### config.mk
export PLATFORM = sky130hd
export DESIGN_NAME = id_stage_top
export DESIGN_NICKNAME = d
export VERILOG_FILES = /design/src/hdl/id_pkg.sv /design/src/hdl/branch_unit.sv /design/src/hdl/hazard_check.sv /design/src/hdl/id_stage_top.sv /design/src/hdl/inst_decoder.sv /design/src/hdl/operand_mux.sv /design/src/hdl/stage_reg.sv
export SDC_FILE = /design/constraint.sdc
export NUM_CORES = 1
export LEC_CHECK = 0
export BUFFER_PORTS_ARGS = -buffer_cell sky130_fd_sc_hd__buf_2
export CELL_PAD_IN_SITES_DETAIL_PLACEMENT = 0
export CELL_PAD_IN_SITES_GLOBAL_PLACEMENT = 2
export CORE_ASPECT_RATIO = 1.1
export CORE_MARGIN = 2
export CORE_UTILIZATION = 34
export DETAILED_ROUTE_END_ITERATION = 10
export MAX_ROUTING_LAYER = met4
export PLACE_DENSITY = 0.79
export SYNTH_ARGS = -nofsm -noshare
export SYNTH_HDL_FRONTEND = slang
export SYNTH_SLANG_ARGS = --single-unit
### constraint.sdc
create_clock -name clk_i -period 6.6 [get_ports clk_i]
set_input_delay 0.99 -clock clk_i [delete_from_list [all_inputs] [get_ports clk_i]]
set_output_delay 0.99 -clock clk_i [all_outputs]
set_load 0.1 [all_outputs]
### src/hdl/id_pkg.sv
`default_nettype none

package id_pkg;

    // datapath and register index widths
    localparam int xlen       = 32;
    localparam int reg_addr_w = 5;

    // three-register and shift-immediate ops on inst[31:15]
    localparam logic [16:0] op_add_w  = 17'h00020;
    localparam logic [16:0] op_sub_w  = 17'h00022;
    localparam logic [16:0] op_slt    = 17'h00024;
    localparam logic [16:0] op_sltu   = 17'h00025;
    localparam logic [16:0] op_nor    = 17'h00028;
    localparam logic [16:0] op_and    = 17'h00029;
    localparam logic [16:0] op_or     = 17'h0002a;
    localparam logic [16:0] op_xor    = 17'h0002b;
    localparam logic [16:0] op_sll_w  = 17'h0002e;
    localparam logic [16:0] op_srl_w  = 17'h0002f;
    localparam logic [16:0] op_sra_w  = 17'h00030;
    localparam logic [16:0] op_slli_w = 17'h00081;
    localparam logic [16:0] op_srli_w = 17'h00089;
    localparam logic [16:0] op_srai_w = 17'h00091;

    // 12-bit immediate ops on inst[31:22]
    localparam logic [9:0] op_slti   = 10'h008;
    localparam logic [9:0] op_sltui  = 10'h009;
    localparam logic [9:0] op_addi_w = 10'h00a;
    localparam logic [9:0] op_andi   = 10'h00d;
    localparam logic [9:0] op_ori    = 10'h00e;
    localparam logic [9:0] op_xori   = 10'h00f;
    localparam logic [9:0] op_ld_w   = 10'h0a2;
    localparam logic [9:0] op_st_w   = 10'h0a6;

    // 20-bit immediate ops on inst[31:25]
    localparam logic [6:0] op_lu12i_w   = 7'h0a;
    localparam logic [6:0] op_pcaddu12i = 7'h0e;

    // jumps and branches on inst[31:26]
    localparam logic [5:0] op_jirl = 6'h13;
    localparam logic [5:0] op_b    = 6'h14;
    localparam logic [5:0] op_bl   = 6'h15;
    localparam logic [5:0] op_beq  = 6'h16;
    localparam logic [5:0] op_bne  = 6'h17;
    localparam logic [5:0] op_blt  = 6'h18;
    localparam logic [5:0] op_bge  = 6'h19;
    localparam logic [5:0] op_bltu = 6'h1a;
    localparam logic [5:0] op_bgeu = 6'h1b;

    // one-hot alu class, add sits in the msb
    typedef struct packed {
        logic add_op;
        logic sub_op;
        logic slt_op;
        logic sltu_op;
        logic and_op;
        logic nor_op;
        logic or_op;
        logic xor_op;
        logic sll_op;
        logic srl_op;
        logic sra_op;
        logic lui_op;
    } alu_op_t;

    typedef enum logic [1:0] {
        imm_none,
        imm_zero12,
        imm_sign12,
        imm_sign20
    } imm_kind_t;

    typedef enum logic [3:0] {
        jbr_none,
        jbr_jirl,
        jbr_b,
        jbr_bl,
        jbr_beq,
        jbr_bne,
        jbr_blt,
        jbr_bge,
        jbr_bltu,
        jbr_bgeu
    } jbr_kind_t;

    typedef struct packed {
        alu_op_t   alu_op;
        imm_kind_t imm_kind;
        jbr_kind_t jbr_kind;
        logic      is_load;
        logic      is_store;
        logic      uses_rj;
        logic      uses_rk;
        logic      rk_from_rd;
        logic      link;
        logic      pc_as_src1;
        logic      dest_r1;
        logic      no_dest;
    } dec_ctrl_t;

    // fetch to decode payload
    typedef struct packed {
        logic [xlen-1:0] pc;
        logic [xlen-1:0] inst;
    } if_id_t;

    // decode to execute payload
    typedef struct packed {
        alu_op_t               alu_op;
        logic [xlen-1:0]       src1;
        logic [xlen-1:0]       src2;
        logic [xlen-1:0]       store_data;
        logic [reg_addr_w-1:0] dest;
        logic                  dest_we;
        logic                  is_load;
        logic                  is_store;
        logic [xlen-1:0]       pc;
    } id_ex_t;

endpackage

`default_nettype wire

### src/hdl/branch_unit.sv
`timescale 1ns/1ns
`default_nettype none

module branch_unit
    import id_pkg::*;
(
    input  wire [xlen-1:0]  pc_i,
    input  wire [xlen-1:0]  inst_i,
    input  dec_ctrl_t       ctrl_i,
    input  wire [xlen-1:0]  rj_data_i,
    input  wire [xlen-1:0]  rk_data_i,
    output logic            taken_o,
    output logic [xlen-1:0] target_o
);

    logic [xlen-1:0] offs16;
    logic [xlen-1:0] offs26;
    logic            eq;
    logic            lt_s;
    logic            lt_u;

    // word offsets, offs26 high part sits in inst[9:0]
    assign offs16 = {{14{inst_i[25]}}, inst_i[25:10], 2'b00};
    assign offs26 = {{4{inst_i[9]}}, inst_i[9:0], inst_i[25:10], 2'b00};

    // rk data holds rd for the compare forms
    assign eq   = (rj_data_i == rk_data_i);
    assign lt_s = ($signed(rj_data_i) < $signed(rk_data_i));
    assign lt_u = (rj_data_i < rk_data_i);

    always_comb begin
        case (ctrl_i.jbr_kind)
            jbr_jirl, jbr_b, jbr_bl: taken_o = 1'b1;
            jbr_beq:                 taken_o = eq;
            jbr_bne:                 taken_o = !eq;
            jbr_blt:                 taken_o = lt_s;
            jbr_bge:                 taken_o = !lt_s;
            jbr_bltu:                taken_o = lt_u;
            jbr_bgeu:                taken_o = !lt_u;
            default:                 taken_o = 1'b0;
        endcase
    end

    // jirl is register relative, the rest pc relative
    always_comb begin
        case (ctrl_i.jbr_kind)
            jbr_jirl:    target_o = rj_data_i + offs16;
            jbr_b, jbr_bl: target_o = pc_i + offs26;
            default:     target_o = pc_i + offs16;
        endcase
    end

endmodule

`default_nettype wire

### src/hdl/hazard_check.sv
`timescale 1ns/1ns
`default_nettype none

module hazard_check
    import id_pkg::*;
(
    input  dec_ctrl_t             ctrl_i,
    input  wire [reg_addr_w-1:0]  rj_addr_i,
    input  wire [reg_addr_w-1:0]  rk_addr_i,
    input  wire [reg_addr_w-1:0]  ex_dest_i,
    input  wire [reg_addr_w-1:0]  mem_dest_i,
    input  wire [reg_addr_w-1:0]  wb_dest_i,
    output logic                  hazard_o
);

    logic rj_pending;
    logic rk_pending;

    // any downstream stage still owes a write to this register
    assign rj_pending = (rj_addr_i == ex_dest_i) || (rj_addr_i == mem_dest_i) ||
                        (rj_addr_i == wb_dest_i);
    assign rk_pending = (rk_addr_i == ex_dest_i) || (rk_addr_i == mem_dest_i) ||
                        (rk_addr_i == wb_dest_i);

    // r0 is constant, never wait on it
    assign hazard_o = (ctrl_i.uses_rj && rj_addr_i != '0 && rj_pending) ||
                      (ctrl_i.uses_rk && rk_addr_i != '0 && rk_pending);

endmodule

`default_nettype wire

### src/hdl/id_stage_top.sv
`timescale 1ns/1ns
`default_nettype none

module id_stage_top
    import id_pkg::*;
(
    input  wire                   clk_i,
    input  wire                   reset_i,
    // fetch side
    input  wire                   if_valid_i,
    input  wire [xlen-1:0]        if_pc_i,
    input  wire [xlen-1:0]        if_inst_i,
    output logic                  if_ready_o,
    input  wire                   if_over_i,
    output logic                  jbr_taken_o,
    output logic [xlen-1:0]       jbr_target_o,
    // execute side
    output logic                  ex_valid_o,
    output alu_op_t               ex_alu_op_o,
    output logic [xlen-1:0]       ex_src1_o,
    output logic [xlen-1:0]       ex_src2_o,
    output logic [xlen-1:0]       ex_store_data_o,
    output logic [reg_addr_w-1:0] ex_dest_o,
    output logic                  ex_dest_we_o,
    output logic                  ex_is_load_o,
    output logic                  ex_is_store_o,
    output logic [xlen-1:0]       ex_pc_o,
    input  wire                   ex_ready_i,
    // register file
    output logic [reg_addr_w-1:0] rj_addr_o,
    output logic [reg_addr_w-1:0] rk_addr_o,
    input  wire [xlen-1:0]        rj_data_i,
    input  wire [xlen-1:0]        rk_data_i,
    // pending writes downstream
    input  wire [reg_addr_w-1:0]  ex_dest_i,
    input  wire [reg_addr_w-1:0]  mem_dest_i,
    input  wire [reg_addr_w-1:0]  wb_dest_i
);

    if_id_t                if_bundle;
    if_id_t                id_bundle;
    id_ex_t                id_out;
    id_ex_t                ex_bundle;
    dec_ctrl_t             ctrl;
    logic                  id_valid;
    logic                  id_ready_go;
    logic                  id_leave;
    logic                  ex_in_ready;
    logic                  hazard;
    logic                  taken;
    logic [xlen-1:0]       src1;
    logic [xlen-1:0]       src2;
    logic [xlen-1:0]       store_data;
    logic [reg_addr_w-1:0] dest;
    logic                  dest_we;

    assign if_bundle = '{pc: if_pc_i, inst: if_inst_i};

    stage_reg #(.payload_t(if_id_t)) if_id_reg (
        .clk_i, .reset_i,
        .in_valid_i(if_valid_i), .in_data_i(if_bundle), .in_ready_o(if_ready_o),
        .out_valid_o(id_valid), .out_data_o(id_bundle), .out_ready_i(id_leave)
    );

    inst_decoder decoder (.inst_i(id_bundle.inst), .ctrl_o(ctrl));

    operand_mux operands (
        .inst_i(id_bundle.inst), .pc_i(id_bundle.pc), .ctrl_i(ctrl),
        .rj_data_i, .rk_data_i, .rj_addr_o, .rk_addr_o,
        .src1_o(src1), .src2_o(src2), .store_data_o(store_data),
        .dest_o(dest), .dest_we_o(dest_we)
    );

    branch_unit branch (
        .pc_i(id_bundle.pc), .inst_i(id_bundle.inst), .ctrl_i(ctrl),
        .rj_data_i, .rk_data_i, .taken_o(taken), .target_o(jbr_target_o)
    );

    hazard_check hazards (
        .ctrl_i(ctrl), .rj_addr_i(rj_addr_o), .rk_addr_i(rk_addr_o),
        .ex_dest_i, .mem_dest_i, .wb_dest_i, .hazard_o(hazard)
    );

    // jumps wait until fetch has closed its current access
    assign id_ready_go = id_valid && !hazard && (ctrl.jbr_kind == jbr_none || if_over_i);
    assign id_leave    = id_ready_go && ex_in_ready;
    // redirect only with the actual departure
    assign jbr_taken_o = taken && id_leave;

    assign id_out = '{alu_op: ctrl.alu_op, src1: src1, src2: src2, store_data: store_data,
                      dest: dest, dest_we: dest_we, is_load: ctrl.is_load,
                      is_store: ctrl.is_store, pc: id_bundle.pc};

    stage_reg #(.payload_t(id_ex_t)) id_ex_reg (
        .clk_i, .reset_i,
        .in_valid_i(id_ready_go), .in_data_i(id_out), .in_ready_o(ex_in_ready),
        .out_valid_o(ex_valid_o), .out_data_o(ex_bundle), .out_ready_i(ex_ready_i)
    );

    assign ex_alu_op_o     = ex_bundle.alu_op;
    assign ex_src1_o       = ex_bundle.src1;
    assign ex_src2_o       = ex_bundle.src2;
    assign ex_store_data_o = ex_bundle.store_data;
    assign ex_dest_o       = ex_bundle.dest;
    assign ex_dest_we_o    = ex_bundle.dest_we;
    assign ex_is_load_o    = ex_bundle.is_load;
    assign ex_is_store_o   = ex_bundle.is_store;
    assign ex_pc_o         = ex_bundle.pc;

endmodule

`default_nettype wire

### src/hdl/inst_decoder.sv
`timescale 1ns/1ns
`default_nettype none

module inst_decoder
    import id_pkg::*;
(
    input  wire [xlen-1:0] inst_i,
    output dec_ctrl_t      ctrl_o
);

    // opcode fields of the four formats
    logic [16:0] op17;
    logic [9:0]  op10;
    logic [6:0]  op7;
    logic [5:0]  op6;

    assign op17 = inst_i[31:15];
    assign op10 = inst_i[31:22];
    assign op7  = inst_i[31:25];
    assign op6  = inst_i[31:26];

    always_comb begin
        ctrl_o = '0;

        // 3r forms and shift-immediates
        case (op17)
            op_add_w:            ctrl_o.alu_op.add_op = 1'b1;
            op_sub_w:            ctrl_o.alu_op.sub_op = 1'b1;
            op_slt:              ctrl_o.alu_op.slt_op = 1'b1;
            op_sltu:             ctrl_o.alu_op.sltu_op = 1'b1;
            op_and:              ctrl_o.alu_op.and_op = 1'b1;
            op_nor:              ctrl_o.alu_op.nor_op = 1'b1;
            op_or:               ctrl_o.alu_op.or_op = 1'b1;
            op_xor:              ctrl_o.alu_op.xor_op = 1'b1;
            op_sll_w, op_slli_w: ctrl_o.alu_op.sll_op = 1'b1;
            op_srl_w, op_srli_w: ctrl_o.alu_op.srl_op = 1'b1;
            op_sra_w, op_srai_w: ctrl_o.alu_op.sra_op = 1'b1;
            default:             ;
        endcase
        // ui5 lives in inst[14:10] so zero12 hands it over in the low bits
        if (op17 inside {op_slli_w, op_srli_w, op_srai_w}) begin
            ctrl_o.imm_kind = imm_zero12;
        end else if (ctrl_o.alu_op != '0) begin
            ctrl_o.uses_rk = 1'b1;
        end

        // 12-bit immediate forms
        case (op10)
            op_slti:                     ctrl_o.alu_op.slt_op = 1'b1;
            op_sltui:                    ctrl_o.alu_op.sltu_op = 1'b1;
            op_addi_w, op_ld_w, op_st_w: ctrl_o.alu_op.add_op = 1'b1;
            op_andi:                     ctrl_o.alu_op.and_op = 1'b1;
            op_ori:                      ctrl_o.alu_op.or_op = 1'b1;
            op_xori:                     ctrl_o.alu_op.xor_op = 1'b1;
            default:                     ;
        endcase
        // logic immediates are zero extended
        if (op10 inside {op_andi, op_ori, op_xori}) begin
            ctrl_o.imm_kind = imm_zero12;
        end else if (op10 inside {op_slti, op_sltui, op_addi_w, op_ld_w, op_st_w}) begin
            ctrl_o.imm_kind = imm_sign12;
        end
        ctrl_o.is_load  = (op10 == op_ld_w);
        ctrl_o.is_store = (op10 == op_st_w);

        // lu12i.w passes si20 through, pcaddu12i adds it to pc
        if (op7 == op_lu12i_w) begin
            ctrl_o.alu_op.lui_op = 1'b1;
            ctrl_o.imm_kind      = imm_sign20;
        end
        if (op7 == op_pcaddu12i) begin
            ctrl_o.alu_op.add_op = 1'b1;
            ctrl_o.imm_kind      = imm_sign20;
            ctrl_o.pc_as_src1    = 1'b1;
        end

        case (op6)
            op_jirl: ctrl_o.jbr_kind = jbr_jirl;
            op_b:    ctrl_o.jbr_kind = jbr_b;
            op_bl:   ctrl_o.jbr_kind = jbr_bl;
            op_beq:  ctrl_o.jbr_kind = jbr_beq;
            op_bne:  ctrl_o.jbr_kind = jbr_bne;
            op_blt:  ctrl_o.jbr_kind = jbr_blt;
            op_bge:  ctrl_o.jbr_kind = jbr_bge;
            op_bltu: ctrl_o.jbr_kind = jbr_bltu;
            op_bgeu: ctrl_o.jbr_kind = jbr_bgeu;
            default: ;
        endcase

        // links write pc+4 through the adder
        ctrl_o.link    = ctrl_o.jbr_kind inside {jbr_jirl, jbr_bl};
        ctrl_o.dest_r1 = (ctrl_o.jbr_kind == jbr_bl);
        if (ctrl_o.link) begin
            ctrl_o.alu_op.add_op = 1'b1;
            ctrl_o.pc_as_src1    = 1'b1;
        end
        // compares and stores read rd on the rk port
        ctrl_o.rk_from_rd = ctrl_o.is_store ||
            (ctrl_o.jbr_kind inside {jbr_beq, jbr_bne, jbr_blt, jbr_bge, jbr_bltu, jbr_bgeu});
        if (ctrl_o.rk_from_rd) begin
            ctrl_o.uses_rk = 1'b1;
        end
        ctrl_o.uses_rj = (ctrl_o.alu_op != '0 || ctrl_o.jbr_kind != jbr_none) &&
            ctrl_o.imm_kind != imm_sign20 && !(ctrl_o.jbr_kind inside {jbr_b, jbr_bl});
        // unknown encodings land here with no alu class
        ctrl_o.no_dest = (ctrl_o.alu_op == '0) || ctrl_o.is_store;
    end

    // formats never overlap, so at most one alu class
    always_comb begin
        assert final ($onehot0(ctrl_o.alu_op))
            else $error("decoder raised more than one alu class");
    end

endmodule

`default_nettype wire

### src/hdl/operand_mux.sv
`timescale 1ns/1ns
`default_nettype none

module operand_mux
    import id_pkg::*;
(
    input  wire [xlen-1:0]        inst_i,
    input  wire [xlen-1:0]        pc_i,
    input  dec_ctrl_t             ctrl_i,
    input  wire [xlen-1:0]        rj_data_i,
    input  wire [xlen-1:0]        rk_data_i,
    output logic [reg_addr_w-1:0] rj_addr_o,
    output logic [reg_addr_w-1:0] rk_addr_o,
    output logic [xlen-1:0]       src1_o,
    output logic [xlen-1:0]       src2_o,
    output logic [xlen-1:0]       store_data_o,
    output logic [reg_addr_w-1:0] dest_o,
    output logic                  dest_we_o
);

    // rk [14:10]   rj [9:5]   rd [4:0]
    assign rj_addr_o = inst_i[9:5];
    assign rk_addr_o = ctrl_i.rk_from_rd ? inst_i[4:0] : inst_i[14:10];

    assign src1_o = ctrl_i.pc_as_src1 ? pc_i : rj_data_i;

    always_comb begin
        if (ctrl_i.link) begin
            // return address is pc+4
            src2_o = 32'd4;
        end else begin
            case (ctrl_i.imm_kind)
                imm_zero12: src2_o = {20'd0, inst_i[21:10]};
                imm_sign12: src2_o = {{20{inst_i[21]}}, inst_i[21:10]};
                imm_sign20: src2_o = {inst_i[24:5], 12'd0};
                default:    src2_o = rk_data_i;
            endcase
        end
    end

    // st.w data comes from rd via the rk port
    assign store_data_o = rk_data_i;

    // bl always links into r1
    always_comb begin
        if (ctrl_i.no_dest) begin
            dest_o = '0;
        end else if (ctrl_i.dest_r1) begin
            dest_o = 5'd1;
        end else begin
            dest_o = inst_i[4:0];
        end
    end
    assign dest_we_o = !ctrl_i.no_dest;

endmodule

`default_nettype wire

### src/hdl/stage_reg.sv
`timescale 1ns/1ns
`default_nettype none

module stage_reg #(
    parameter type payload_t = logic
) (
    input  wire      clk_i,
    input  wire      reset_i,
    input  wire      in_valid_i,
    input  payload_t in_data_i,
    output logic     in_ready_o,
    output logic     out_valid_o,
    output payload_t out_data_o,
    input  wire      out_ready_i
);

    logic     valid_q;
    payload_t data_q;
    logic     load;

    // free slot, or the held item leaves this cycle
    assign in_ready_o = !valid_q || out_ready_i;
    assign load       = in_valid_i && in_ready_o;

    always_ff @(posedge clk_i) begin
        if (reset_i) begin
            valid_q <= 1'b0;
        end else if (load) begin
            valid_q <= 1'b1;
        end else if (out_ready_i) begin
            // drained with nothing new behind it
            valid_q <= 1'b0;
        end
    end

    always_ff @(posedge clk_i) begin
        if (load) begin
            data_q <= in_data_i;
        end
    end

    assign out_valid_o = valid_q;
    assign out_data_o  = data_q;

    // stalled payload must not move under the consumer
    a_hold_stable: assert property (@(posedge clk_i) disable iff (reset_i)
        out_valid_o && !out_ready_i |=> $stable(out_data_o));

    a_empty_after_reset: assert property (@(posedge clk_i) reset_i |=> !out_valid_o);

endmodule

`default_nettype wire

==> metrics.md <==
| Metric | Value |
|---|---|
| Worst path setup slack after routing | 0.404 ns |
| Actual transition at the worst max-transition pin | 1.03 ns |
| Period minus WS final | 6.20 ns |
| Remaining Overflow, GRT | 0 |
| Post-synth top area cell | sky130_fd_sc_hd__edfxtp_1 |
| Global routing usage on met3 | 3.90% |
| Post-Route Skew | 0.0202 ns |
| CTS-repair resized insts | 0 |
| Global-route total usage across every layer | 23.0% |
| Layer with the highest usage after global routing | met2 |
| Seq/Total Area, Yosys | 49.8% |
| Pre-CTS setup slack | 1.04 ns |
| Number of violations reported at the end of detailed-routing iteration 0 | 640 |
| Top post-synthesis cells by area | sky130_fd_sc_hd__edfxtp_1, sky130_fd_sc_hd__ha_1, sky130_fd_sc_hd__a21oi_1, sky130_fd_sc_hd__nand2_1, sky130_fd_sc_hd__mux2_2 |
| GR met1 Demand/Resource | 28.4% |
| Worst-path clk slew | 0.06 ns |
| Area of combinational cells with multiple inputs | 5990 µm² |
| Global-route wire length before repair | 65,500 µm |
| Initial Utilization | 34.6% |
| Category of the worst setup path capture point | primary output |
| Routed Antenna Nets | 0 |
| Leakage dissipation | 6.64 nW |
| Die Y | 208 µm |
| Setup repair after global routing missed its margin | false |
| Max-cap check violation count | 0 |
| Run status | finished clean |
| Floorplan die width | 190 µm |
| Grt met2 use | 38.3% |
| Syn-to-layout area delta | 23.2% |
| Total Neg Setup Slack | 0 ns |
| CP arrival | 5.21 ns |
| Total of fill cells in the finished design | 3,666 |
| Area of the core region | 37,200 µm² |
| Critical path class | flop to primary output |
| Number of enable-type register cells in the synthesized netlist | 212 |
| Initial antenna violation count | 3 |
| DR vias/cell | 5.28 |
| Power density relative to cell area | 279 nW/µm² |
| Ports placed on the boundary | 341 |
| Max Freq | 161 MHz |
| FP Rows | 74 |
| Endpoints failing setup | 0 |
| Clock Path Buffers | 3 |
| Vias in the first global route | 10,418 |
| Mapped Nets | 1,390 |
| Relative slew slack | 31.1% |
| Post-Syn Area | 12,900 µm² |
| Final hold violation count | 0 |
| Post-DR wirelength/cell | 22.5 µm |
| Post-synthesis sequential element count | 214 |
| Number of warnings reported in the yosys synthesis log | 0 |
| CTS buffer count | 25 |
| Number of buffers inserted by post-CTS setup repair | 0 |
| Final worst-path cycle share | 93.9% |
| Required arrival time at the worst endpoint | 5.61 ns |
| Mean cell area of the mapped netlist | 11.2 µm² |
| Most used flip-flop cell after synthesis | sky130_fd_sc_hd__edfxtp_1 |
| Clock tree from TritonCTS | yes |
| H-Tree Level Count | 1 |
| Worst-Skew Late Latency | 0.55 ns |
| GP Congestion | 0.892 |
| Initial DRT Pass Iterations | 5 |
| Maximum number of pins on one net before global-route repair | 83 |
| Synth unique cells | 85 |
| Kind of path behind the tightest hold check | flop to flop |
| Fraction of layout instances using a drive strength above 1 | 31.6% |
| FF+latch area | 6410 µm² |
| Count of pins over their slew limit | 0 |
| Post-Synthesis Cells | 1,150 |
| Worst-path fanout max | 14 |
| Post-synth top area share | 49.5% |
| Port Buf Inserts | 340 |
| CTS root buffer | sky130_fd_sc_hd__clkbuf_16 |
| Number of design rule violations left after detail routing | 0 |
| Post-synthesis async set-or-reset flop share | 0% |
| Count of vias placed by the detailed router | 10,550 |
| Final net count | 1,722 |
| Worst voltage drop across the vdd grid | 212 µV |
| Clk sinks | 214 |
| Hold buffer count at cts | 0 |
| Total Die Area | 39,400 µm² |
| Half-perimeter wire length after detailed placement | 34,600 µm |
| Routed WL | 44,900 µm |
| Critical Path Source Type | flop |
area by class of cell:
type                    instances  area share, %
flip-flops and latches        214           40.4
multi-input cells             817           37.8
repair buffers                353           11.3
clock buffers                  26           3.97
well taps                     494           3.90
inverters                      71           1.72
clock inverters                20          0.813
diodes                          3         0.0474
report_power, final:
part	leakage [nW]	switching, mW	internal [mW]
Clock	0.370	0.572	0.730
Combinational	4.25	1.15	0.323
Sequential	2.01	0.0627	1.59
Total	6.64	1.78	2.64
worst max-delay path, stage by stage (launching register included):
cell and delay [ns]:
sky130_fd_sc_hd__edfxtp_1 0.65, sky130_fd_sc_hd__nor2_1 0.16, sky130_fd_sc_hd__and3_1 0.26, sky130_fd_sc_hd__nor2b_1 0.53, sky130_fd_sc_hd__a21o_1 0.16, sky130_fd_sc_hd__ha_1 0.21, sky130_fd_sc_hd__nand2_1 0.09, sky130_fd_sc_hd__nor2_1 0.22
sky130_fd_sc_hd__nand3_1 0.10, sky130_fd_sc_hd__a2111oi_0 0.87, sky130_fd_sc_hd__o41ai_2 0.23, sky130_fd_sc_hd__a21oi_1 0.26, sky130_fd_sc_hd__a21o_1 0.18, sky130_fd_sc_hd__a41oi_1 0.12, sky130_fd_sc_hd__mux2i_1 0.16, sky130_fd_sc_hd__buf_2 0.45
per-stage QoR:
stage	cell area [µm²]	util, %	instances	power, mW	hold WS (ns)
floorplan	12900	-	1150	2.83	0.446
global placement	15100	40.5	1949	3.15	0.479
detailed placement	15100	40.5	1949	3.15	0.479
CTS	15800	42.6	1995	4.46	0.489
global route	15900	42.6	1998	4.60	0.504
finish	15900	42.6	1998	4.43	0.487
sequential cells by signal, summed over array words and instances (netlist names):
register and cells:
id_ex_reg.out_data_o 148, if_id_reg.out_data_o 64, id_ex_reg.out_valid_o 1, if_id_reg.out_valid_o 1
cell usage in the layout (no fill, tap or decap), types with 35 or more instances in the layout:
master and count:
sky130_fd_sc_hd__buf_2 340, sky130_fd_sc_hd__nand3_1 41, sky130_fd_sc_hd__o21ai_0 48, sky130_fd_sc_hd__a21o_1 44, sky130_fd_sc_hd__xor2_1 35, sky130_fd_sc_hd__inv_1 68, sky130_fd_sc_hd__a21oi_1 91, sky130_fd_sc_hd__xnor2_1 36
sky130_fd_sc_hd__ha_1 90, sky130_fd_sc_hd__edfxtp_1 212, sky130_fd_sc_hd__nor2_1 51, sky130_fd_sc_hd__nand2_1 94
cells in the mapped netlist, drive strengths merged (21+ instances only):
cell type and count:
edfxtp 212, nand2 96, a21oi 93, ha 90, inv 69, o21ai 52, nor2 51, a21o 44
nand3 41, xnor2 36, xor2 35, clkbuf 32, mux2 31, a221oi 23, nor3 21
per-layer routing:
layer	wire length, µm	up-vias	share of wire [%]
met5	0	-	0
met4	1140	0	2.5
met3	2740	63	6.1
met2	22000	390	49
met1	19000	5088	42
li1	-	5009	-
logic make-up after synthesis:
kind of cell	synth area share, %
compound gates	16.7
xor+xnor	4.83
fa+ha+maj	9.06
buf+inv	3.86
flops	49.8
mux	3.31
simple gates	12.5
worst paths after layout:
| kind | depth (start not counted) | from | slack (ns) | end |
|---|---|---|---|---|
| worst min-delay path | 0 | if_id_reg.out_data_o[62] | 0.49 | id_ex_reg.out_data_o[30] |
| worst min register to register | 0 | if_id_reg.out_data_o[62] | 0.49 | id_ex_reg.out_data_o[30] |
| worst max register to register | 10 | if_id_reg.out_data_o[28] | 2.06 | id_ex_reg.out_data_o[115] |
| worst max-delay path | 15 | if_id_reg.out_data_o[27] | 0.40 | jbr_target_o[30] |
(Power assumes the default switching activity.)
